`config.mk`:
```
export PLATFORM = sky130hd
export DESIGN_NAME = mrd_ctrl
export DESIGN_NICKNAME = d
export VERILOG_FILES = /design/src/common/mrd_cfg_pkg.sv /design/src/common/mrd_types_pkg.sv /design/src/logic/mrd_ctrl.sv
export SDC_FILE = /design/constraint.sdc
export NUM_CORES = 1
export LEC_CHECK = 0
export BUFFER_PORTS_ARGS = -buffer_cell sky130_fd_sc_hd__buf_2
export CORE_ASPECT_RATIO = 1.25
export CORE_MARGIN = 5
export CORE_UTILIZATION = 49
export DETAILED_ROUTE_END_ITERATION = 12
export GPL_TIMING_DRIVEN = 0
export PLACE_DENSITY = 0.82
export SLEW_MARGIN = 20
export SYNTH_ARGS = -nofsm -noshare
export SYNTH_HDL_FRONTEND = slang
export SYNTH_SLANG_ARGS = --single-unit
```
`constraint.sdc`:
```
create_clock -name clk -period 2 [get_ports clk]
set_input_delay 0.2 -clock clk [delete_from_list [all_inputs] [get_ports clk]]
set_output_delay 0.2 -clock clk [all_outputs]
set_load 0.01 [all_outputs]
```
`src/common/mrd_cfg_pkg.sv`:
```
`default_nettype none

package mrd_cfg_pkg;

	// banks of the radix-7 reorder memory
	localparam int NUM_BANKS = 7;
	localparam int BANK_W = 3;

	// rows per bank, 2044 / 7 fits comfortably
	localparam int ADDR_W = 9;
	localparam int BANK_DEPTH = 1 << ADDR_W;

	// frame length and sample counters
	localparam int LEN_W = 12;

	// one real or imaginary part
	localparam int DATA_W = 16;

	// sink cycles before the frame is abandoned
	localparam int STALL_LIMIT = 2047;

	// write pipeline depth seen from the FSM
	localparam int DRAIN_CYCLES = 2;
	localparam int DRAIN_W = $clog2(DRAIN_CYCLES + 1);

endpackage

`default_nettype wire

```
`src/common/mrd_types_pkg.sv`:
```
`default_nettype none

package mrd_types_pkg;

	import mrd_cfg_pkg::*;

	typedef struct packed {
		logic signed [DATA_W-1:0] re;
		logic signed [DATA_W-1:0] im;
	} sample_t;

	// encodings kept from the six-state version
	typedef enum logic [2:0] {
		IDLE       = 3'd0,
		SINK       = 3'd1,
		WAIT_TO_RD = 3'd2,
		SOURCE     = 3'd5
	} mrd_state_t;

	// bank 0 sits on the msb
	typedef logic [NUM_BANKS-1:0] bank_wren_t;

endpackage

`default_nettype wire

```
`src/logic/mrd_ctrl.sv`:
```
`timescale 1ns/1ps
`default_nettype none

module mrd_ctrl
	import mrd_cfg_pkg::*, mrd_types_pkg::*;
(
	input  logic             clk,
	input  logic             rst_n,
	input  logic             in_valid,
	input  logic [LEN_W-1:0] frame_len,
	input  logic             stall,
	input  logic             src_done,
	output mrd_state_t       state,
	output logic [LEN_W-1:0] len_q,
	output logic             src_start,
	output logic             busy,
	output logic             timeout_err
);

	logic [DRAIN_W-1:0] drain_cnt;

	assign busy = (state != IDLE);

	always_ff @(posedge clk) begin
		if (!rst_n) begin
			state       <= IDLE;
			len_q       <= '0;
			drain_cnt   <= '0;
			src_start   <= 1'b0;
			timeout_err <= 1'b0;
		end else begin
			src_start <= 1'b0;
			case (state)
			IDLE: begin
				// a timed-out buffer takes no more frames until reset
				if (in_valid && !timeout_err) begin
					state <= SINK;
					len_q <= frame_len;
				end
			end
			SINK: begin
				if (stall) begin
					timeout_err <= 1'b1;
					state       <= IDLE;
				end else if (!in_valid) begin
					state     <= WAIT_TO_RD;
					drain_cnt <= '0;
				end
			end
			WAIT_TO_RD: begin
				// let the last writes land before reading
				if (drain_cnt == DRAIN_W'(DRAIN_CYCLES - 1)) begin
					state     <= SOURCE;
					src_start <= 1'b1;
				end else begin
					drain_cnt <= drain_cnt + DRAIN_W'(1);
				end
			end
			SOURCE: begin
				if (src_done)
					state <= IDLE;
			end
			default: begin
				state <= IDLE;
			end
			endcase
		end
	end

endmodule

`default_nettype wire

```
; ---- Word level (Yosys, flattened, before mapping)
; Cells that the tools add are included.
[op_classes]
n_addsub = 1
eq_ne = 11
n_mux = 11
n_reduce_logical = 10
[op_table]
columns = operator, n
row1 = 3-bit 2-to-1 mux, 5
row2 = 2-bit inequality test (second input constant), 6
row3 = 3-bit one-hot mux with 4 select lines, 1
row4 = 4-bit AND reduction, 2
row5 = 2-bit 2-to-1 mux, 3
row6 = 2-bit AND reduction, 3
row7 = 2-bit one-hot mux with 2 select lines, 1
row8 = 3-bit by 1-bit == test with 1-bit output (second input constant), 1
row9 = 3-bit by 2-bit == test with 1-bit output (second input constant), 1
row10 = 3-bit == test (second input constant), 1
row11 = 3-bit logical NOT, 1
row12 = 3-bit inequality test (second input constant), 1
row13 = 3-bit nonzero test, 1
row14 = 2-bit by 1-bit adder with 2-bit output (second input constant), 1
row15 = 2-bit by 1-bit == test with 1-bit output (second input constant), 1
row16 = 2-bit nonzero test, 1
row17 = 1-bit logical AND, 1
row18 = 1-bit logical NOT, 1
row19 = 1-bit 2-to-1 mux, 1
[totals]
regBits = 19
inputBits = 17
elab_cells = 38

; ---- Logic depth before layout (Yosys ltp)
[depth]
depth_word = 4
depth_mapped = 5

; ---- Least setup slack after synthesis
; No wires, ideal clock.
[synth_path]
path_type = reg-to-reg
from = reg state[1]
to = reg drain_cnt[1]
setup_time_ps = 125
arrival_time_ps = 1149
t_required_ps = 1875
slack_ps = 726
stages_incl_launch_ff = 5
path_buffers = 1
synth_period_minus_slack_ps = 1274
path_cell_list = dfxtp_1 -> buf_6 -> or3b_1 -> a21oi_2 -> o32ai_1
[synth_via]
elab_chain_len = 3
[synth_lines]
columns = element, line
row1 = start: declaration, mrd_ctrl.sv:13  ; output mrd_state_t state,
row2 = start signal: assignment, mrd_ctrl.sv:26  ; state <= IDLE;
row3 = start signal: assignment, mrd_ctrl.sv:37  ; state <= SINK;
row4 = start signal: assignment, mrd_ctrl.sv:44  ; state <= IDLE;
row5 = 3-bit by 2-bit == test with 1-bit output / 3-bit by 1-bit == test with 1-bit output (equally long branches), mrd_ctrl.sv:33  ; case (state)
row6 = 2-bit inequality test (no source line) / 2-bit nonzero test (equally long branches), -
row7 = 4-bit AND reduction (no source line), -
row8 = end signal: assignment, mrd_ctrl.sv:56  ; drain_cnt <= drain_cnt + DRAIN_W'(1);
row9 = end: declaration, mrd_ctrl.sv:20  ; logic [DRAIN_W-1:0] drain_cnt;
; Several ways; a longest one is shown, not always the timed one.
; A chain may end at the register's enable or synchronous reset.

; ---- Worst setup path in the final report
[layout_path]
from = reg state[2]
to = out busy
[layout_via]
elab_chain_len = 1
[layout_lines]
columns = element, line
row1 = 3-bit nonzero test, mrd_ctrl.sv:22  ; assign busy = (state != IDLE);
row2 = end: declaration, mrd_ctrl.sv:16  ; output logic busy,
; Every way passes these cells.

==> flow_summary.yaml <==
floorplan:
  die_x_um: 46.9
  core_area_um2: 1600
  ios: 35
  die_h_um: 56.1
  rows: 16
  initial_core_util_pct: 52.0
  dieArea_um2: 2630
routing:
  wl_met1_um: 752
  drt-total-wl_mm: 1.92
  wl_per_cell_um: 12.6
  vias: 820
  drc: 0
  ant_nets: 0
  top_layer_used: "met4"
  firstDrtPassIters: 4
  vias_per_cell: 5.39
  wl_met3_um: 185
  first_iter_violations: 12
  wl_met2_um: 973
timing:
  worst_slew_pin_slew_ns: 0.411
  setup-violations-final: 0
  fmax_mhz: 620
  final_hold_viol_count: 0
  slew_headroom_pct: 72.6
  tns_ns: 0
  fin_crit_ns: 1.61
  fin_crit_sh_pct: 80.6
  fin_skew_ns: 0.00522
  maxSlewViolCount: 0
  rsz0062_at_grt: "false"
  layout_setup_ws_ns: 0.388
setup_path:
  crit_top_cell: "buf_2"
  worstPathCellList: "nor3_2 > inv_2 > buf_2 > buf_2"
  crit_family: "buffers and inverters"
  critPathCaptureType: "output port"
  critPathBufInv: 3
  cp_max_fo: 10
  worst_path_max_delay_cell: "dfxtp_1"
  crit_required_ns: 1.80
  arrival_ns: 1.41
  crit_type: "reg -> out"
  startpoint_type: "flip-flop"
  max_stage_delay_ns: 0.39
clock_network:
  cts_sinks: 19
  cts_made_buffers: 3
  worstSkewPairLatency_ns: 0.29
  cts_setup_buffers: 0
  cts_tree: "built"
  hold_buffers: 0
  clockRootBuffer: "clkbuf_4"
  h-tree-depth: 1
  clkTransAtPathRegs_ns: 0.09
  clock_path_buffers: 2
  cts.repair.resized: 0
finish:
  seq_area_um2: 380
  fillerInstances: 154
  antennaDiodeCount: 0
  multi_input_area_um2: 402
  fin_nets: 153
  area_growth_pct: 26.3
  final_util_pct: 65.7
  drive_above_1_share_pct: 32.8
  stdcell_count: 152
yosys:
  ys_ff_latch: 19
  syn_avg_cell_area_um2: 8.68
  ys_types: 33
  synthCells: 96
  yosys_warnings: 0
  ys_seq_area_share_pct: 45.6
  syn_area_um2: 833
  syn_nets: 114
run_status:
  status: "finished, final reports clean"
min_path:
  hold_class: "in -> reg"
job:
  max-cap-violations: 0
grt:
  grt_pass1_wl_mm: 3.03
  grt_pass1_vias: 712
  track_usage_pct: 14.8
  grt_max_degree: 11
  grt_overflow: 0
  grt_antenna_before_repair: 0
power_and_ir_drop:
  power_density_nw_per_um2: 728
  cellLeakagePower_nw: 0.492
  ir_drop_uv: 470
placed_design:
  hpwlAfterDp_mm: 1.55
  place_congestion: 0.866
  dp_slack_ns: 0.663
  portBuffers: 34
  dpl.cell_count: 148
==> cell usage after synthesis <==
| master | count | share of area (%) |
|---|---|---|
| dfxtp_1 | 19 | 46 |
| clkbuf_1 | 1 | 0.45 |
| a21oi_1 | 14 | 8.4 |
| nor3_2 | 1 | 1.2 |
| o21ai_1 | 9 | 5.4 |
| o22ai_1 | 1 | 0.75 |
| a21oi_2 | 1 | 1.1 |
| buf_6 | 1 | 1.4 |
| nand2_1 | 4 | 1.8 |
| buf_4 | 1 | 0.90 |
| inv_1 | 3 | 1.4 |
| and4bb_1 | 1 | 1.5 |
| ha_1 | 1 | 1.5 |
| inv_2 | 1 | 0.45 |
| nor3_1 | 1 | 0.60 |
| nand3_1 | 12 | 7.2 |
| buf_2 | 2 | 1.2 |
| o221a_1 | 1 | 1.4 |
| or3b_1 | 2 | 2.1 |
| or4b_1 | 1 | 1.2 |
| buf_1 | 1 | 0.45 |
| a31oi_1 | 1 | 0.75 |
| nand3b_1 | 1 | 0.90 |
| o21ai_0 | 3 | 1.8 |
| o211a_1 | 2 | 2.4 |
| nor3b_1 | 1 | 0.90 |
| o211ai_1 | 1 | 0.90 |
| nor2_1 | 3 | 1.4 |
| nor2b_1 | 1 | 0.75 |
| o32ai_1 | 1 | 1.1 |
| a211oi_1 | 1 | 0.90 |
| a21o_1 | 1 | 0.90 |
| nand2b_1 | 2 | 1.5 |
==> routing by layer <==
layer,global-route usage [%],vias to the layer above
met5,0,-
met1,17.5,365
li1,-,426
met3,3.24,2
met2,25.6,27
met4,3.56,0
==> worst min-delay path, cell delays in order <==
cell,delay (ns)
buf_2,0.09
nand3_1,0.05
a21oi_1,0.05
==> final timing paths <==
| kind | slack (ns) | endpoint | start | depth (start not counted) |
|---|---|---|---|---|
| worst max-delay path | 0.39 | busy | state[2] | 4 |
| worst min-delay path | 0.15 | len_q[0] | frame_len[0] | 3 |
| worst max register to register | 0.66 | drain_cnt[1] | drain_cnt[1] | 5 |
| worst min register to register | 0.48 | len_q[4] | len_q[4] | 2 |
==> cells by family (layout without fill, tap and decap cells) <==
family	after synthesis	in the layout	synth area share, %
flops	19	19	45.6
simple gates	30	30	21.0
compound gates	36	36	25.7
fa+ha+maj	1	1	1.50
buf+inv	10	48	6.16
==> per-stage QoR <==
step | area, um^2 | hold slack [ns] | power (W)
6_report | 1050 | 0.153 | 0.000766
5_1_grt | 1050 | 0.152 | 0.000809
4_1_cts | 1050 | 0.154 | 0.000771
3_5_place_dp | 1030 | 0.458 | 0.000592
3_3_place_gp | 1030 | 0.454 | 0.000588
2_1_floorplan | 833 | 0.341 | 0.000528
==> final cells by class <==
cell class / count / area share (%)
clock buffers: 4 / 2.50
inverters: 4 / 1.43
well taps: 18 / 2.14
repair buffers: 34 / 16.2
multi-input cells: 67 / 38.2
plain buffers: 6 / 3.45
flip-flops and latches: 19 / 36.1
==> registers in the layout, summed over array words and instances, names as in the netlist <==
name	count
drain_cnt	2
len_q	12
src_start	1
state	3
timeout_err	1
==> report_power, final <==
part           switching (W)  internal (W)
registers          0.0000145      0.000402
clock network       0.000107     0.0000774
logic              0.0000932     0.0000715
==> layout by cell type, fill, tap and decap left out, drive strengths merged <==
| master | netlist | final |
|---|---|---|
| a211oi | 1 | 1 |
| a21o | 1 | 1 |
| a21oi | 15 | 15 |
| a31oi | 1 | 1 |
| and4bb | 1 | 1 |
| buf | 5 | 39 |
| clkbuf | 1 | 5 |
| dfxtp | 19 | 19 |
| ha | 1 | 1 |
| inv | 4 | 4 |
| nand2 | 4 | 4 |
| nand2b | 2 | 2 |
| nand3 | 12 | 12 |
| nand3b | 1 | 1 |
| nor2 | 3 | 3 |
| nor2b | 1 | 1 |
| nor3 | 2 | 2 |
| nor3b | 1 | 1 |
| o211a | 2 | 2 |
| o211ai | 1 | 1 |
| o21ai | 12 | 12 |
| o221a | 1 | 1 |
| o22ai | 1 | 1 |
| o32ai | 1 | 1 |
| or3b | 2 | 2 |
| or4b | 1 | 1 |
(Power assumes the default switching activity.)
