**src/common/mrd_cfg_pkg.sv**
```systemverilog
`default_nettype none

package mrd_cfg_pkg;

	// banks of the radix-7 reorder memory
	localparam int NUM_BANKS = 7;
	localparam int BANK_W = 3;

	// rows per bank, 2044 / 7 fits comfortably
	localparam int ADDR_W = 9;
	localparam int BANK_DEPTH = 1 << ADDR_W;

	// frame length and sample counters
	localparam int LEN_W = 12;

	// one real or imaginary part
	localparam int DATA_W = 16;

	// sink cycles before the frame is abandoned
	localparam int STALL_LIMIT = 2047;

	// write pipeline depth seen from the FSM
	localparam int DRAIN_CYCLES = 2;
	localparam int DRAIN_W = $clog2(DRAIN_CYCLES + 1);

endpackage

`default_nettype wire

```
**src/common/mrd_types_pkg.sv**
```systemverilog
`default_nettype none

package mrd_types_pkg;

	import mrd_cfg_pkg::*;

	typedef struct packed {
		logic signed [DATA_W-1:0] re;
		logic signed [DATA_W-1:0] im;
	} sample_t;

	// encodings kept from the six-state version
	typedef enum logic [2:0] {
		IDLE       = 3'd0,
		SINK       = 3'd1,
		WAIT_TO_RD = 3'd2,
		SOURCE     = 3'd5
	} mrd_state_t;

	// bank 0 sits on the msb
	typedef logic [NUM_BANKS-1:0] bank_wren_t;

endpackage

`default_nettype wire

```
**src/sink/mrd_sink.sv**
```systemverilog
`timescale 1ns/1ps
`default_nettype none

module mrd_sink
	import mrd_cfg_pkg::*, mrd_types_pkg::*;
(
	input  logic              clk,
	input  logic              rst_n,
	input  mrd_state_t        state,
	input  logic              in_valid,
	input  sample_t           in_data,
	input  logic [LEN_W-1:0]  len_q,
	output logic [ADDR_W-1:0] wr_addr,
	output bank_wren_t        wr_en,
	output sample_t           wr_data,
	output logic              sink_3_4,
	output logic              stall
);

	logic [BANK_W-1:0] idx_pre;
	logic [ADDR_W-1:0] row_pre;
	logic [BANK_W-1:0] idx_d1;
	logic [BANK_W-1:0] idx_d2;
	logic [ADDR_W-1:0] row_d1;
	logic              vld_d1;
	logic              vld_d2;
	sample_t           data_d1;
	logic [LEN_W-1:0]  cnt_sink;
	logic [LEN_W-1:0]  cnt_stall;
	logic [LEN_W-1:0]  three_q;

	// round-robin over the banks, next row after bank 6
	always_ff @(posedge clk) begin
		if (!rst_n) begin
			idx_pre <= '0;
			row_pre <= '0;
		end else if (in_valid) begin
			if (idx_pre == BANK_W'(NUM_BANKS - 1)) begin
				idx_pre <= '0;
				row_pre <= row_pre + ADDR_W'(1);
			end else begin
				idx_pre <= idx_pre + BANK_W'(1);
			end
		end else begin
			idx_pre <= '0;
			row_pre <= '0;
		end
	end

	always_ff @(posedge clk) begin
		if (!rst_n) begin
			vld_d1 <= 1'b0;
			vld_d2 <= 1'b0;
		end else begin
			vld_d1 <= in_valid;
			vld_d2 <= vld_d1;
		end
	end

	// two stages, write lands two edges after acceptance
	always_ff @(posedge clk) begin
		idx_d1  <= idx_pre;
		row_d1  <= row_pre;
		data_d1 <= in_data;
		idx_d2  <= idx_d1;
		wr_addr <= row_d1;
		wr_data <= data_d1;
	end

	always_comb begin
		wr_en = '0;
		for (int b = 0; b < NUM_BANKS; b++) begin
			if (vld_d2 && idx_d2 == BANK_W'(b))
				wr_en[NUM_BANKS-1-b] = 1'b1;
		end
	end

	// len/4 + len/2 - 1 samples
	assign three_q = LEN_W'(len_q[LEN_W-1:2]) + LEN_W'(len_q[LEN_W-1:1]) - LEN_W'(1);

	always_ff @(posedge clk) begin
		if (!rst_n) begin
			cnt_sink  <= '0;
			cnt_stall <= '0;
			sink_3_4  <= 1'b0;
			stall     <= 1'b0;
		end else begin
			cnt_sink  <= in_valid ? cnt_sink + LEN_W'(1) : '0;
			sink_3_4  <= (cnt_sink != '0) && (cnt_sink == three_q);
			cnt_stall <= (state == SINK) ? cnt_stall + LEN_W'(1) : '0;
			stall     <= (cnt_stall == LEN_W'(STALL_LIMIT));
		end
	end

endmodule

`default_nettype wire

```
**config.mk**
```make
export PLATFORM = sky130hd
export DESIGN_NAME = mrd_sink
export DESIGN_NICKNAME = d
export VERILOG_FILES = /design/src/common/mrd_cfg_pkg.sv /design/src/common/mrd_types_pkg.sv /design/src/sink/mrd_sink.sv
export SDC_FILE = /design/constraint.sdc
export NUM_CORES = 1
export LEC_CHECK = 0
export ABC_AREA = 1
export BUFFER_PORTS_ARGS = -buffer_cell sky130_fd_sc_hd__buf_2
export CORE_ASPECT_RATIO = 2
export CORE_UTILIZATION = 30
export CTS_BUF_LIST = sky130_fd_sc_hd__clkbuf_16
export DETAILED_ROUTE_END_ITERATION = 10
export GPL_ROUTABILITY_DRIVEN = 0
export RECOVER_POWER = 25
export SYNTH_ARGS = -nofsm -noshare
export SYNTH_HDL_FRONTEND = slang
export SYNTH_SLANG_ARGS = --single-unit
```
**constraint.sdc**
```tcl
create_clock -name clk -period 4.4 [get_ports clk]
set_clock_uncertainty 0.15 [all_clocks]
set_input_delay 1.1 -clock clk [delete_from_list [all_inputs] [get_ports clk]]
set_output_delay 1.1 -clock clk [all_outputs]
set_load 0.005 [all_outputs]
```
== After elaboration in Yosys (flattened, before gate mapping) ==
Index checks and enable logic that the tools add are counted.
Word-level totals
  flip-flop bits (word level): 128
  latch bits: 0
  RAM bits: 0
  bits in read-only memories: 0
  input bits: 50
  output and inout port bits: 50
  word-level logic and storage cells: 54
  memories kept: 0
Operators by class
  add/sub/neg operators: 6
  $mul: 0
  div/mod/pow operators: 0
  order comparisons: 0
  eq/ne operators: 10
  shifts and indexed selects: 0
  muxes and demuxes: 7
  bitwise gates (word level): 2
  reductions and logical operators: 13
Operators with widths (number)
  12-bit by 1-bit adder with 12-bit output (second input constant): 2
  10-bit by 11-bit adder with 12-bit output: 1
  12-bit by 11-bit == test with 1-bit output (second input constant): 1
  12-bit == test: 1
  3-bit == test (second input constant): 4
  12-bit nonzero test: 1
  12-bit by 1-bit subtractor with 12-bit output (second input constant): 1
  9-bit by 1-bit adder with 9-bit output (second input constant): 1
  1-bit logical AND: 8
  1-bit two-way mux: 7
  3-bit by 1-bit == test with 1-bit output (second input constant): 2
  3-bit by 2-bit == test with 1-bit output (second input constant): 2
  2-bit AND reduction: 2
  3-bit by 1-bit adder with 3-bit output (second input constant): 1
  3-bit zero test: 1
  3-bit OR reduction: 1
  1-bit inverter: 2

== Logic depth before layout (Yosys ltp) ==
  depth in word-level cells: 4
  depth in mapped cells: 15
  depth with buffers taken out: 15

== Least setup slack after synthesis ==
OpenSTA, ideal clock, no wires.
  path kind: input to register
  from: in len_q[2]
  to: reg sink_3_4
  setup time: 111 ps
  data arrival time: 2660 ps
  data required time: 4139 ps
  setup slack: 1479 ps
  stages on the path: 15
  path buffers: 0
  cell sequence: inv_1 ha_1 inv_1 ha_1 fa_1 nand2_1 nand2_1 nand3b_1 nand2_1 nand2_1 nand3_1 nand2_1 nand2_1 nand2_1 nor2_1
Between the ends
  cells in the longest elaborated chain, start to end: 4
RTL lines
  from (decl): line mrd_sink.sv:12  | input logic [LEN_W-1:0] len_q,
  10-bit by 11-bit adder with 12-bit output: line mrd_sink.sv:79  | assign three_q = LEN_W'(len_q[LEN_W-1:2]) + LEN_W'(len_q[LEN_W-1:1]) - LEN_W'(1);
  12-bit by 1-bit subtractor with 12-bit output: line mrd_sink.sv:79
  12-bit == test: line mrd_sink.sv:89  | sink_3_4 <= (cnt_sink != '0) && (cnt_sink == three_q);
  1-bit logical AND: line mrd_sink.sv:89
  to (signal assigned): line mrd_sink.sv:89
  to (decl): line mrd_sink.sv:16  | output logic sink_3_4,
No other way between the ends.
A chain may end at the register's enable or synchronous reset.

== Worst setup path after layout ==
  from: in len_q[3]
  to: reg sink_3_4
Same word-level chain as after synthesis.

==> results by group <==
Cells and area
  • Area growth syn-to-layout: 30.9%
  • Cell area after layout: ~0.0058 mm²
  • Antenna Diode Count: 0
  • Finished Core Util: roughly two fifths
  • Layout cells sized above 1: between 20% and 30%
  • Layout filler cell count: 1,450
  • Post-layout nets: about 680
  • Non-Filler Instances: ~800

Timing
  • Fin. max-slew vios: 0
  • Hold Fails Final Rpt: 0
  • Max-slew headroom: 69.5%
  • TNS Setup: 0 ns
  • Final min period: ~2.8 ns
  • Worst Tran Pin Value: about 0.46 ns
  • Setup violators final: 0
  • Fmax: between 300 and 400 MHz
  • Final setup margin: roughly 1.6 ns
  • Tcrit/Tclk final: 63.3%
  • RSZ-0062 raised after global routing: no

Yosys
  • Largest cells by area after synthesis: dfxtp_1 (58%), ha_1 (7.3%), inv_1 (7.3%)
  • Synth top area share: 57.7%
  • Syn. warnings: 0
  • Avg Synthesized Cell Area: between 9 and 10 µm²
  • Main combinational cell family by area after synthesis: simple AND/OR/NAND/NOR gates
  • Simple-Gate Fraction of Synth Area: about 19%
  • Mapped cell area: around 0.0044 mm²
  • Mux contribution to synthesized area: 0%
  • Main synth FF type: dfxtp_1
  • Register area share after synthesis: 57.7%
  • Most instantiated cells after synthesis: dfxtp_1 (128), inv_1 (86), nand2_1 (84)
  • Asr flop ratio synth: 0%
  • Count leader, synth: dfxtp_1
  • Post-synth cell types: 31
  • Syn_nets: 562
  • Adder-cell share of the synthesized area: around 8%
  • Post-synth EDFFs: 0
  • Compound-cell area share of the yosys netlist: 5.89%
  • FF+latch count, synth: 128
  • Synth area leader: dfxtp_1
  • Cells after Synth: around 480
  • Synth Area in XOR/XNOR: 1.97%

Placed design
  • Placed Cells incl. Taps: approximately 770
  • Pre-CTS WS: approximately 1.1 ns
  • DP Wirelength: 6380 µm
  • Port Buf Inserts: ~100
  • Post-place instance area: approximately 0.0052 mm²

Power
  • Power density over cell area: between 400 and 500 mW/mm²
  • Switching power: roughly 600 µW
  • Max rail drop VDD: around 0.19 mV
  • Combinational fraction of design power: 7.0%
  • Clock share of power: 51.2%
  • P_int: between 2 and 2.5 mW
  • Sequential share of power: roughly two fifths
  • Switching Fraction: around a fifth
  • Leak: approximately 2.8 nW

Drt
  • ANT nets after route: 0
  • WL/cell: ~11 µm
  • Remaining DRCs: 0
  • Initial drt markers: between 60 and 70
  • Pre-antenna DRT Iters: 4
  • Vias: 3,348
  • Final wirelength: around 8400 µm
  • Vias per inst: between 4 and 5

Global routing
  • Vias in the first global route: 3,488
  • Largest net degree at the start of global routing: 17
  • Overall Global Routing Usage: a little under an eighth
  • GRT Residual Overflow: 0
  • Initial antenna violation count: 0
  • First-pass GRT wire length: 14,200 µm

Min path
  • Hold WC Path Type: flip-flop to flip-flop

Critical path
  • Largest stage delay, worst path: about 0.39 ns
  • Worst Path Arrival: slightly below 3 ns
  • Critical Path End Type: flip-flop
  • CP startpoint kind: input pin
  • Critical-path cell list: buf_2 -> inv_1 -> ha_1 -> inv_1 -> ha_1 -> fa_1 -> nand2_1 -> nand2_1 -> nand3b_1 -> nand2_1 -> nand2_1 -> nand3_1 -> nand2_1 -> nand2_1 -> nand2_1 -> nor2_1
  • Reg-to-reg slack, setup: about 2.8 ns
  • CP max stage cell: fa_1
  • Most common cell type on the critical path: nand2_1
  • Crit path max fanout: 4
  • Kind of cell adding the most delay to the critical path: adder cells
  • Crit path buffers/inverters: 3
  • Worst Path Required: roughly 4.6 ns
  • CP Class: input pin to flip-flop

Clocking
  • # resized after CTS: 0
  • TritonCTS Buffers: 25
  • H-tree Lvls: 4
  • Max clock buf depth: 3
  • Skew-Pair Late Insertion Delay: 0.45 ns
  • Clock Tree Root: clkbuf_16
  • Setup bufs post-CTS: 0
  • CTS Hold Bufs: 0
  • Clock sinks: ~130
  • CTS tree: done
  • Clock slew at reported path FFs: around 0.05 ns

Floorplan
  • I/O pins: 100
  • Die ar.: between 0.015 and 0.02 mm²
  • Die Wd: roughly 90 µm
  • Core area: 0.0144 mm²
  • Die H: ~170 µm
  • Std cell rows: between 60 and 70
  • Initial core utilization: 30.8%

Run status
  • Outcome: completed

Run
  • Max-Cap Viols: 0
logic make-up after synthesis:
logic type / count (synthesis)
compound gates: 49
buf+inv: 90
xor+xnor: 10
fa+ha+maj: 28
flops: 128
simple gates: 179
through the flow:
stage	hold WS (ns)	power, mW
6_report	0.165	2.89
5_1_grt	0.171	3.04
4_1_cts	0.164	2.93
3_5_place_dp	0.162	1.43
3_3_place_gp	0.160	1.43
2_1_floorplan	0.160	1.36
power by group through the flow:
stage	Clock (mW)	Combinational (mW)	Sequential, mW
floorplan	0	0.134	1.23
detailed placement	0	0.204	1.23
CTS	1.52	0.205	1.21
global route	1.59	0.237	1.21
finish	1.48	0.201	1.21
global placement	0	0.198	1.23
cell usage in the layout, fill, tap and decap left out, drive strengths merged:
cell	netlist	layout
inv	87	90
nand3	22	22
clkinv	0	4
fa	2	2
buf	2	98
nor2	44	44
nand3b	4	4
o21ai	19	19
a21o	1	1
nor3	9	9
clkbuf	1	25
a21oi	23	23
nand4	6	6
xnor2	8	8
and3	3	3
nand2	87	87
dfxtp	128	128
ha	26	26
nor3b	1	1
nor4	1	1
o21a	2	2
a21boi	1	1
o21bai	2	2
xor2	2	2
a31oi	1	1
or2	2	2
layout make-up:
cell class              count  area [µm²]  area share [%]
multi-input cells         266        1540            26.5
clock inverters             7        30.0           0.517
clock buffers              25         626            10.8
flip-flops and latches    128        2560            44.1
repair buffers             98         490            8.44
well taps                 192         240            4.13
inverters                  87         327            5.62
state kept, by name (all words and copies together), names as in the netlist:
| register | count |
|---|---|
| data_d1 | 32 |
| stall | 1 |
| wr_addr | 9 |
| row_pre | 9 |
| vld_d1 | 1 |
| row_d1 | 9 |
| cnt_sink | 12 |
| idx_d2 | 3 |
| sink_3_4 | 1 |
| cnt_stall | 12 |
| wr_data | 32 |
| idx_pre | 3 |
| idx_d1 | 3 |
| vld_d2 | 1 |
final timing paths:
check	from	to	depth (start not counted)
setup / recovery	len_q[3]	sink_3_4	16
hold / removal	row_d1[8]	wr_addr[8]	0
setup reg to reg	cnt_stall[0]	cnt_stall[10]	7
hold reg to reg	row_d1[8]	wr_addr[8]	0
metal layers:
layer	up-vias	wire length [µm]	GRT usage, %	part of all wire, %
li1	1743	-	-	-
met1	1508	2980	9.94	35
met2	84	4880	23.7	58
met3	13	395	2.61	4.7
met4	0	186	6.05	2.2
met5	-	0	0	0
No activity file was read; power rests on OpenSTA's default activity.
