`src/common/mrd_cfg_pkg.sv`:
```
`default_nettype none

package mrd_cfg_pkg;

	// banks of the radix-7 reorder memory
	localparam int NUM_BANKS = 7;
	localparam int BANK_W = 3;

	// rows per bank, 2044 / 7 fits comfortably
	localparam int ADDR_W = 9;
	localparam int BANK_DEPTH = 1 << ADDR_W;

	// frame length and sample counters
	localparam int LEN_W = 12;

	// one real or imaginary part
	localparam int DATA_W = 16;

	// sink cycles before the frame is abandoned
	localparam int STALL_LIMIT = 2047;

	// write pipeline depth seen from the FSM
	localparam int DRAIN_CYCLES = 2;
	localparam int DRAIN_W = $clog2(DRAIN_CYCLES + 1);

endpackage

`default_nettype wire

```
`src/common/mrd_types_pkg.sv`:
```
`default_nettype none

package mrd_types_pkg;

	import mrd_cfg_pkg::*;

	typedef struct packed {
		logic signed [DATA_W-1:0] re;
		logic signed [DATA_W-1:0] im;
	} sample_t;

	// encodings kept from the six-state version
	typedef enum logic [2:0] {
		IDLE       = 3'd0,
		SINK       = 3'd1,
		WAIT_TO_RD = 3'd2,
		SOURCE     = 3'd5
	} mrd_state_t;

	// bank 0 sits on the msb
	typedef logic [NUM_BANKS-1:0] bank_wren_t;

endpackage

`default_nettype wire

```
`src/source/mrd_source.sv`:
```
`timescale 1ns/1ps
`default_nettype none

module mrd_source
	import mrd_cfg_pkg::*, mrd_types_pkg::*;
(
	input  logic              clk,
	input  logic              rst_n,
	input  logic              src_start,
	input  logic [LEN_W-1:0]  len_q,
	output logic [BANK_W-1:0] rd_bank,
	output logic [ADDR_W-1:0] rd_addr,
	input  sample_t           rd_data,
	output logic              src_done,
	output logic              out_valid,
	output sample_t           out_data,
	output logic              out_last
);

	logic [ADDR_W-1:0] rows_q;
	logic [ADDR_W-1:0] row_end;
	logic              active;
	logic              row_wrap;
	logic              is_last;
	logic              vld_d1;
	logic              last_d1;

	assign row_end  = rows_q - ADDR_W'(1);
	assign row_wrap = (rd_addr == row_end);
	assign is_last  = row_wrap && (rd_bank == BANK_W'(NUM_BANKS - 1));

	// goes out with the final read
	assign src_done = active && is_last;

	// R = frame_len / 7, taken once per frame
	always_ff @(posedge clk) begin
		if (src_start)
			rows_q <= ADDR_W'(len_q / LEN_W'(NUM_BANKS));
	end

	always_ff @(posedge clk) begin
		if (!rst_n) begin
			active  <= 1'b0;
			rd_bank <= '0;
			rd_addr <= '0;
		end else if (src_start) begin
			active  <= 1'b1;
			rd_bank <= '0;
			rd_addr <= '0;
		end else if (active) begin
			if (is_last) begin
				active <= 1'b0;
			end else if (row_wrap) begin
				rd_addr <= '0;
				rd_bank <= rd_bank + BANK_W'(1);
			end else begin
				rd_addr <= rd_addr + ADDR_W'(1);
			end
		end
	end

	// one stage for the RAM, one for the output register
	always_ff @(posedge clk) begin
		if (!rst_n) begin
			vld_d1    <= 1'b0;
			last_d1   <= 1'b0;
			out_valid <= 1'b0;
			out_last  <= 1'b0;
		end else begin
			vld_d1    <= active;
			last_d1   <= src_done;
			out_valid <= vld_d1;
			out_last  <= last_d1;
		end
	end

	always_ff @(posedge clk) begin
		out_data <= rd_data;
	end

endmodule

`default_nettype wire

```
`config.mk`:
```
export PLATFORM = sky130hd
export DESIGN_NAME = mrd_source
export DESIGN_NICKNAME = d
export VERILOG_FILES = /design/src/common/mrd_cfg_pkg.sv /design/src/common/mrd_types_pkg.sv /design/src/source/mrd_source.sv
export SDC_FILE = /design/constraint.sdc
export NUM_CORES = 1
export LEC_CHECK = 0
export BUFFER_PORTS_ARGS = -buffer_cell sky130_fd_sc_hd__buf_4
export CELL_PAD_IN_SITES_DETAIL_PLACEMENT = 0
export CELL_PAD_IN_SITES_GLOBAL_PLACEMENT = 1
export CORE_MARGIN = 8
export CORE_UTILIZATION = 41
export DETAILED_ROUTE_END_ITERATION = 10
export MAX_ROUTING_LAYER = met4
export PLACE_DENSITY = 0.95
export SKIP_CTS_REPAIR_TIMING = 1
export SYNTH_ARGS = -nofsm -noshare
export SYNTH_HDL_FRONTEND = slang
export SYNTH_SLANG_ARGS = --single-unit
```
`constraint.sdc`:
```
create_clock -name clk -period 6.1 [get_ports clk]
set_input_delay 0.305 -clock clk [delete_from_list [all_inputs] [get_ports clk]]
set_output_delay 0.305 -clock clk [all_outputs]
set_load 0.01 [all_outputs]
```
# After elaboration in Yosys (flattened, before gate mapping)
# Cells that the tools add are included.
# word_totals
reg_bits	58
out_inout_bits	47
word_cells	27
# classes
addsub	3
div_mod_pow	1
eq_ne	2
mux	4
bitwise_logic	2
reduce_logical	5
# ops
operator	n
12-bit by 3-bit divider with 12-bit output, second input constant	1
9-bit by 1-bit adder with 9-bit output, second input constant	1
9-bit == test	1
9-bit 2-to-1 mux	1
9-bit by 1-bit subtractor with 9-bit output, second input constant	1
3-bit by 1-bit adder with 3-bit output, second input constant	1
3-bit == test, second input constant	1
1-bit 2-to-1 mux	3
3-bit AND reduction	1
1-bit logical AND	2
1-bit NOT	2
2-bit AND reduction	1
2-bit OR reduction	1

# Logic depth before layout (Yosys ltp)
# Gate-level depths: netlist of the first run.
# depth
ltp_word	6
depth_mapped	19
depth_no_buf	16

# Least setup slack after synthesis of the first run
# No wires, ideal clock.
# synth_timing
path_kind	input-to-reg
startpoint	input port len_q[9]
endpoint	register rows_q[0] (data pin)
setup_time_ns	0.158
arrival_time_ns	3.482
required_ns	5.942
slack_ns	2.460
cell_stages	17
path_buffers	2
path_cell_list	buf_2 -> a211o_4 -> a311oi_4 -> a2111oi_0 -> a311o_1 -> a221oi_4 -> buf_6 -> nor2_1 -> a21oi_1 -> o22ai_1 -> ha_1 -> nand2b_1 -> nand3_1 -> o211a_1 -> nand4_2 -> or3b_1 -> o211ai_1
# synth_between
elab_chain_len	1
# synth_rtl
item	line_no	source
start: declaration	mrd_source.sv:10	input logic [LEN_W-1:0] len_q,
12-bit by 3-bit divider with 12-bit output	mrd_source.sv:38	rows_q <= ADDR_W'(len_q / LEN_W'(NUM_BANKS));
end signal: assignment	mrd_source.sv:38	
end: declaration	mrd_source.sv:20	logic [ADDR_W-1:0] rows_q;
# Every way passes these cells.
# A chain may end at the register's enable or synchronous reset.

# Worst setup path after layout of the first run
# layout_timing
startpoint	input port len_q[7]
endpoint	register rows_q[0] (data pin)
# Same word-level chain as after synthesis.

==> impl_metrics.yaml, run 1 <==
grt:
  grt_pass1_vias: 2698
  grt_max_degree: 24
  grt_pass1_wl_um: 13100
  grt.total_usage_pct: 14.8
  antenna_found_initial: 0
  grt_remaining_overflow: 0
synthesis:
  async_flop_share_pct: 0
  ys.warnings.count: 0
  ys_seq_elements: 58
  syn_area_per_cell_um2: 8.83
  yosys.area.top_type: "dfxtp_1"
  synth_top_area_share_pct: 30.6
  yosysSeqAreaShare_pct: 39.0
  synth_cell_type_count: 69
  syn_inst: 363
  syn_nets: 415
  synth_edf_count: 9
  yosys-top-cells-area: "dfxtp_1 (31%), edfxtp_1 (8.4%), nand2_1 (4.0%)"
  netlist_area_um2: 3210
  synth_ff_type: "dfxtp_1"
placement:
  place_congestion: 0.933
  dp.cells: 539
  preCtsSetupSlack_ns: 1.96
  place_area_um2: 3920
  dp_hpwl_um: 6240
  place.port_buffers: 93
sta:
  tns_ns: 0
  layout_setup_ws_ns: 2.27
  slew_headroom_pct: 54.2
  hold_viol_final: 0
  clock.fmax_mhz: 261
  setup_viol: 0
  fin_crit_sh_pct: 62.8
  worst_pin_slew_ns: 0.669
  rsz0062_at_grt: "false"
  slew_violations: 0
  clock_skew_ns: 0.00398
  fin_crit_ns: 3.83
power_and_ir_drop:
  intPower_uw: 711
  p_sw_uw: 290
  power.density_nw_per_um2: 243
  seqPwrFrac_pct: 42.8
  leakage_uw: 0.00174
  combPwrFrac_pct: 25.0
  ir_drop_mv: 0.0893
  p_sw_share_pct: 29.0
  pwr-share-clk_pct: 32.1
layout:
  design_area_um2: 4110
  diodes: 0
  nFillCells: 691
  fin_cells: 555
  drive_gt1_share_pct: 27.6
  area.growth.synth_to_final_pct: 28.3
  final-seq-area_um2: 1250
  nets: 500
  multiInputGateArea_um2: 1780
critical_path:
  cp_common_cell: "nor2_1"
  crit_type: "input port to flop"
  path_buf_inv: 1
  start_kind: "input port"
  arrival_ns: 4.00
  critPathTopFamily: "compound AO/OA/AOI/OAI gates"
  max_stage_delay_ns: 0.65
  crit_slowest_cell: "a221oi_4"
  crit_required_ns: 6.27
  cp_max_fo: 21
  crit_chain: "buf_4 -> or2_1 -> a31oi_2 -> a2111oi_0 -> nor2_1 -> a221oi_4 -> nor2_1 -> a21oi_1 -> o22ai_1 -> ha_1 -> nand2b_1 -> nand3_1 -> o211a_1 -> nand4_2 -> or3b_1 -> o211ai_1"
  endpoint_kind: "flop"
detailed_routing:
  vias_per_cell: 5.43
  avgRoutedWirePerCell_um: 14.6
  route.detailed.drc: 0
  antenna_left: 0
  initialDrtViolationCount: 129
  via_count: 3016
  firstDrtPassIters: 6
  routed_wl_um: 8100
floorplan:
  rows: 32
  die_area_um2: 10900
  design.core.area_um2: 7650
  die_h_um: 104
  die_w_um: 104
  ios: 94
  initial_core_util_pct: 41.9
cts:
  cts_sinks: 58
  cts_buffers: 9
  clkTransAtPathRegs_ns: 0.06
  cts_root_buffer: "clkbuf_8"
  cts_tree: "yes"
  clock_path_buffers: 2
  htree_levels: 3
  clk-insertion-delay-late_ns: 0.32
min_path:
  hold_path.class: "input port to flop"
outcome:
  status: "complete, no violations"
flow_run:
  cap_viol_max_count: 0
## state kept, by name (all words and copies together) (netlist names)
signal	count
out_data	32
rd_addr	9
rows_q	9
rd_bank	3
active	1
last_d1	1
out_last	1
out_valid	1
vld_d1	1
## kinds of logic after synthesis
logic type / after synthesis / share of synthesized area [%]
AOI/OAI and AO/OA: 105 / 24.7
DFF: 58 / 39.0
buffers and inverters: 35 / 5.31
adders and majority gates: 5 / 1.95
and+or+nand+nor: 134 / 21.8
muxes: 3 / 0.976
xor gates and xnor gates: 23 / 6.28
## layer usage
metal	part of all wire, %	track usage (%)
met5	0	-
met4	1.5	6.10
met3	7.0	3.90
met2	47	23.5
met1	45	17.4
## cells in the final DEF, fill, tap and decap left out, types with 9 or more instances in the layout
| cell | count |
|---|---|
| buf_4 | 93 |
| dfxtp_1 | 49 |
| nand2_1 | 34 |
| nor2_1 | 28 |
| o21ai_0 | 19 |
| a21oi_1 | 18 |
| inv_1 | 16 |
| xor2_1 | 12 |
| xnor2_1 | 11 |
| and2_1 | 10 |
| nand3_1 | 10 |
| clkbuf_8 | 10 |
| edfxtp_1 | 9 |
## layout make-up
type                       count  area share [%]
clock buffer                  12            4.05
sequential                    58            30.4
clock inverter                 4           0.578
multi-input combinational    270            43.4
inverter                      16            1.46
tap                          102            3.10
timing repair buffer          93            17.0
## power by group through the flow
stage	combinational [uW]	sequential, uW	clock (uW)
3_5_place_dp	247	437	0
5_1_grt	276	431	350
4_1_cts	249	429	334
2_1_floorplan	172	441	0
6_report	250	429	322
3_3_place_gp	243	436	0
## worst register-to-register path, delay by kind of cell (launching register included)
family	cells	cell delay, ns
AO/OA/AOI/OAI	4	0.94
flip-flops	1	0.43
AND/OR/NAND/NOR	5	0.91
adder cells (fa/ha/maj)	1	0.17
buffers and inverters	1	0.08
XOR/XNOR	1	0.16
## final timing paths
path                            start                      end  slack, ns  cells past startpoint
hold reg to reg    last_d1$_SDFF_PN0_      out_last$_SDFF_PN0_       0.44                      1
setup / recovery             len_q[7]      rows_q[0]$_DFFE_PP_       2.27                     16
hold / removal            rd_data[19]     out_data[19]$_DFF_P_       0.08                      1
setup reg to reg  rows_q[0]$_DFFE_PP_  rd_addr[6]$_SDFFE_PP0P_       3.30                     12
## cell usage after synthesis, types with 6 or more instances
cell / n
buf_2: 7
and2_1: 10
a211oi_1: 8
nand2b_1: 6
clkbuf_1: 7
nor2_1: 28
a21oi_1: 18
o31ai_1: 6
nor3_1: 8
inv_1: 16
xnor2_1: 11
xor2_1: 12
nand3_1: 10
edfxtp_1: 9
o21ai_0: 19
o22ai_1: 6
dfxtp_1: 49
nand2_1: 34
## stage by stage
stage	utilization (%)	power, uW	hold slack (ns)
2_1_floorplan	-	612	0.333
3_5_place_dp	51.3	684	0.411
5_1_grt	53.8	1060	0.0544
4_1_cts	53.8	1010	0.0587
3_3_place_gp	51.3	679	0.410
6_report	53.8	1000	0.0794
Power figures use the tool's default switching activity.
==> run 2, diff against run 1 <==
--- a/config.mk
+++ b/config.mk
@@ -9,10 +9,10 @@
 export CELL_PAD_IN_SITES_DETAIL_PLACEMENT = 0
 export CELL_PAD_IN_SITES_GLOBAL_PLACEMENT = 1
 export CORE_MARGIN = 8
-export CORE_UTILIZATION = 41
+export CORE_UTILIZATION = 34
 export DETAILED_ROUTE_END_ITERATION = 10
 export MAX_ROUTING_LAYER = met4
-export PLACE_DENSITY = 0.95
+export PLACE_DENSITY = 0.85
 export SKIP_CTS_REPAIR_TIMING = 1
 export SYNTH_ARGS = -nofsm -noshare
 export SYNTH_HDL_FRONTEND = slang
==> constraint.sdc (replaced) <==
create_clock -name clk -period 3.3 [get_ports clk]
set_input_delay 0.165 -clock clk [delete_from_list [all_inputs] [get_ports clk]]
set_output_delay 0.165 -clock clk [all_outputs]
set_load 0.01 [all_outputs]
==> run 2 against run 1 <==
Net effect:
- clock power rose by 110%
- sequential power rose by 85%
- combinational power rose to 2.6 times the previous value
- die area rose by 17%
- hold slack got worse by 0.016 ns
- non-clock buffer count rose by 95
- critical endpoint unchanged
- largest cell class unchanged
- highest routed layer unchanged
==> impl_metrics.yaml, run 2 (same netlist as run 1, synthesis figures left out) <==
grt:
  gr-usage-met1_pct: 16.8
  grt_remaining_overflow: 0
  grt.total_usage_pct: 14.3
  grt_max_degree: 15
  grt_pass1_vias: 3095
  grtUsageMet2_pct: 22.2
  grt_pass1_wl_um: 14600
  met3_usage_pct: 4.10
  grt-busiest-layer: "met2"
  antenna_found_initial: 0
floorplan:
  design.core.area_um2: 9200
  die_h_um: 113
  die_w_um: 113
  initial_core_util_pct: 34.9
  ios: 94
  die_area_um2: 12800
  rows: 35
critical_path:
  rr_worst_depth: 12
  start_kind: "input port"
  crit_chain: "buf_4 -> a211o_1 -> a32oi_1 -> nand2_1 -> o22ai_1 -> a31oi_1 -> o22a_1 -> or2_1 -> a21oi_2 -> o22ai_2 -> ha_2 -> nand2b_4 -> nand3_2 -> o211a_1 -> nand4_4 -> or3b_1 -> o211ai_1"
  endpoint_kind: "flop"
  arrival_ns: 3.42
  cp_max_fo: 13
  crit_slowest_cell: "a32oi_1"
  crit_required_ns: 3.47
  crit_type: "input port to flop"
  max_stage_delay_ns: 0.38
power_and_ir_drop:
  power.density_nw_per_um2: 417
  leakage_uw: 0.00223
  ir_drop_mv: 0.193
detailed_routing:
  route.detailed.drc: 0
  avgRoutedWirePerCell_um: 14.7
  antenna_left: 0
  via_count: 3377
  vias_per_cell: 5.12
  initialDrtViolationCount: 166
  firstDrtPassIters: 6
  routed_wl_um: 9670
cts:
  cts_tree: "yes"
  htree_levels: 3
  cts_sinks: 58
  cts_buffers: 9
  clk-insertion-delay-late_ns: 0.33
  clock_path_buffers: 2
  cts_root_buffer: "clkbuf_8"
  clkTransAtPathRegs_ns: 0.07
layout:
  reg_top3: "out_data x32, rd_addr x9, rows_q x9"
  diodes: 0
  design_area_um2: 5080
  final-seq-area_um2: 1250
  regMostFlops: "out_data"
  largest_reg_flops: 32
  fin_cells: 659
  nFillCells: 783
  layout_common_cells: "buf_4 (153), dfxtp_1 (49), nand2_1 (34)"
  multiInputGateArea_um2: 1880
  nets: 595
  drive_gt1_share_pct: 36.9
  area.growth.synth_to_final_pct: 58.4
  final_util_pct: 55.2
  final_common_cell: "buf_4"
sta:
  slew_violations: 0
  fin_crit_sh_pct: 98.3
  worst_pin_slew_ns: 0.435
  tns_ns: 0
  clock.fmax_mhz: 308
  setup_viol: 0
  fin_crit_ns: 3.24
  hold_viol_final: 0
  slew_headroom_pct: 70.7
  layout_setup_ws_ns: 0.0561
  clock_skew_ns: 0.00844
  rsz0062_at_grt: "true"
placement:
  preCtsSetupSlack_ns: -0.207
  dp_hpwl_um: 6920
  place.port_buffers: 93
  place_area_um2: 4360
  dp.cells: 601
  place_congestion: 0.899
min_path:
  min_path_cells: 2
  hold_path.class: "input port to flop"
outcome:
  status: "complete, no violations"
flow_run:
  cap_viol_max_count: 0
[run 2: area by class of cell]
class / instances / area share (%)
Sequential cell: 58 / 24.6
Multi-Input combinational cell: 270 / 37.1
Clock buffer: 12 / 3.28
Inverter: 16 / 1.18
Timing Repair Buffer: 188 / 30.1
Tap cell: 111 / 2.74
Clock inverter: 4 / 0.912
[run 2: layer usage]
| layer | vias to the layer above | part of all wire (%) |
|---|---|---|
| li1 | 1682 | - |
| met1 | 1564 | 45 |
| met2 | 118 | 46 |
| met3 | 13 | 6.8 |
| met4 | 0 | 1.7 |
| met5 | - | 0 |
[run 2: worst paths after layout]
check / startpoint / to / slack, ns
max: len_q[8] / rows_q[0]$_DFFE_PP_ / 0.06
min: rst_n / active$_SDFF_PN0_ / 0.06
max reg2reg: rows_q[0]$_DFFE_PP_ / rd_addr[6]$_SDFFE_PP0P_ / 0.55
min reg2reg: vld_d1$_SDFF_PN0_ / out_valid$_SDFF_PN0_ / 0.43
[run 2: worst max-delay path, delay by kind of cell]
| family | cells | cell delay [ns] |
|---|---|---|
| fa+ha+maj | 1 | 0.21 |
| compound gates | 9 | 1.80 |
| buf+inv | 1 | 0.16 |
| simple gates | 6 | 1.08 |
[run 2: power breakdown]
part           switching, uW  internal, uW  leakage [uW]
sequential              24.7           768      0.000496
clock                    267           413      0.000112
combinational            303           343       0.00162
total                    594          1520       0.00223
[run 2: through the flow]
step / total power [uW] / hold slack [ns]
after global routing: 2240 / 0.0461
after floorplan: 1140 / 0.193
after global placement: 1350 / 0.270
after detailed placement: 1360 / 0.271
final: 2120 / 0.0630
after CTS: 2050 / -0.0941
==> run 3, diff against run 2 <==
--- a/config.mk
+++ b/config.mk
@@ -11,6 +11,7 @@
 export CORE_MARGIN = 8
 export CORE_UTILIZATION = 34
 export DETAILED_ROUTE_END_ITERATION = 10
+export HOLD_SLACK_MARGIN = 0.15
 export MAX_ROUTING_LAYER = met4
 export PLACE_DENSITY = 0.85
 export SKIP_CTS_REPAIR_TIMING = 1
==> run 3 against run 2 <==
Net effect:
- non-clock buffer count grew 2
- clock skew is essentially flat
- critical path type unchanged
- sequential power about the same
- worst setup slack improved by 0.046 ns
- largest power group unchanged
- clock power barely moved
- cell count rose by 0.30%
- total power is essentially flat
- utilization up 0.22 points
==> impl_metrics.yaml, run 3 (same netlist as run 1, synthesis figures left out) <==
sta:
  setup_viol: 0
  layout_setup_ws_ns: 0.103
  clock.fmax_mhz: 313
  clock_skew_ns: 0.00846
  tns_ns: 0
  hold_viol_final: 0
  fin_crit_sh_pct: 96.9
  fin_crit_ns: 3.20
  slew_headroom_pct: 70.9
  worst_pin_slew_ns: 0.434
  rsz0062_at_grt: "true"
  slew_violations: 0
floorplan:
  initial_core_util_pct: 34.9
  die_w_um: 113
  design.core.area_um2: 9200
  rows: 35
  die_area_um2: 12800
  die_h_um: 113
  ios: 94
layout:
  design_area_um2: 5100
  nFillCells: 780
  multiInputGateArea_um2: 1880
  fin_cells: 661
  regMostFlops: "out_data"
  final-seq-area_um2: 1250
  layout_common_cells: "buf_4 (153), dfxtp_1 (49), nand2_1 (34), dlygate4sd3_1 (34), nor2_1 (28)"
  diodes: 0
  nets: 597
  drive_gt1_share_pct: 36.7
  area.growth.synth_to_final_pct: 59.0
  largest_reg_flops: 32
  final_common_cell: "buf_4"
  reg_top3: "out_data x32, rd_addr x9, rows_q x9"
critical_path:
  cp.depth: 18
  crit_slowest_cell: "or3b_1"
  critPathTopFamily: "compound AO/OA/AOI/OAI gates"
  path_buf_inv: 2
  rr_worst_depth: 12
  cp_max_fo: 6
  arrival_ns: 3.37
  crit_type: "input port to flop"
  crit_required_ns: 3.47
  worst-r2r-setup-slack_ns: 0.55
  endpoint_kind: "flop"
  start_kind: "input port"
  max_stage_delay_ns: 0.36
  crit_chain: "buf_12 -> a211o_4 -> a311oi_4 -> buf_4 -> a211oi_4 -> o22ai_1 -> a31oi_1 -> o22a_1 -> or2_1 -> a21oi_2 -> o22ai_2 -> ha_2 -> nand2b_4 -> nand3_2 -> o211a_1 -> nand4_4 -> or3b_1 -> o211ai_1"
  reg2reg_from: "rows_q[0]$_DFFE_PP_"
  crit_start: "len_q[7]"
detailed_routing:
  avgRoutedWirePerCell_um: 14.6
  maxUsedRoutingLayer: "met4"
  met3_length_um: 677
  vias_per_cell: 5.11
  routed_wl_um: 9670
  wl_met2_um: 4450
  route.detailed.drc: 0
  antenna_left: 0
  via_count: 3376
  initialDrtViolationCount: 131
  firstDrtPassIters: 6
  wl_met1_um: 4380
placement:
  preCtsSetupSlack_ns: -0.207
  place.port_buffers: 93
  place_congestion: 0.899
  dp.cells: 601
  dp_hpwl_um: 6920
  place_area_um2: 4360
outcome:
  status: "complete, no violations"
grt:
  grt.total_usage_pct: 14.3
  grt_pass1_vias: 3095
  grt_remaining_overflow: 0
  grt_max_degree: 15
  antenna_found_initial: 0
  grt_pass1_wl_um: 14600
cts:
  clk-insertion-delay-late_ns: 0.33
  cts_sinks: 58
  cts_root_buffer: "clkbuf_8"
  clock_path_buffers: 2
  htree_levels: 3
  clkTransAtPathRegs_ns: 0.06
  cts_buffers: 9
  cts_tree: "yes"
min_path:
  hold_path.class: "input port to flop"
  min_path_cells: 3
  min-delay-start: "len_q[0]"
power_and_ir_drop:
  ir_drop_mv: 0.193
  leakage_uw: 0.00224
  power.density_nw_per_um2: 416
flow_run:
  cap_viol_max_count: 0
-- run 3: cell count changes in the layout (fill, tap and decap cells not counted), sizes merged --
cell / delta
dlygate4sd3: +2
-- run 3: final timing paths --
path / to
worst min register to register: out_valid$_SDFF_PN0_
worst min-delay path: rows_q[0]$_DFFE_PP_
worst max-delay path: rows_q[0]$_DFFE_PP_
worst max register to register: rd_addr[6]$_SDFFE_PP0P_
-- run 3: where the power goes --
part	total (uW)	leakage (uW)	internal (uW)	switching (uW)
logic	647	0.00163	345	303
registers	793	0.000496	768	24.7
clock network	680	0.000112	413	267
-- run 3: layout make-up --
class / instances / share of cell area (%)
clock buffer: 12 / 3.27
multi-input combinational: 270 / 37.0
clock inverter: 4 / 0.908
inverter: 16 / 1.18
tap: 111 / 2.73
timing repair buffer: 190 / 30.4
sequential: 58 / 24.6
-- run 3: stage by stage --
step	utilization [%]	hold slack, ns	total power, uW
after floorplan	-	0.193	1140
after global placement	47.4	0.270	1350
after detailed placement	47.4	0.271	1360
after CTS	49.7	-0.0941	2050
after global routing	55.4	0.211	2240
final	55.4	0.205	2120
-- run 3: routing by layer --
metal	up-vias	global-route usage (%)
li1	1686	-
met1	1555	16.8
met2	122	22.2
met3	13	4.10
met4	0	6.57
met5	-	-
-- run 3: tightest hold or removal path: stages --
cell and delay (ns):
buf_4 0.09, nand4b_1 0.08, o211ai_1 0.09
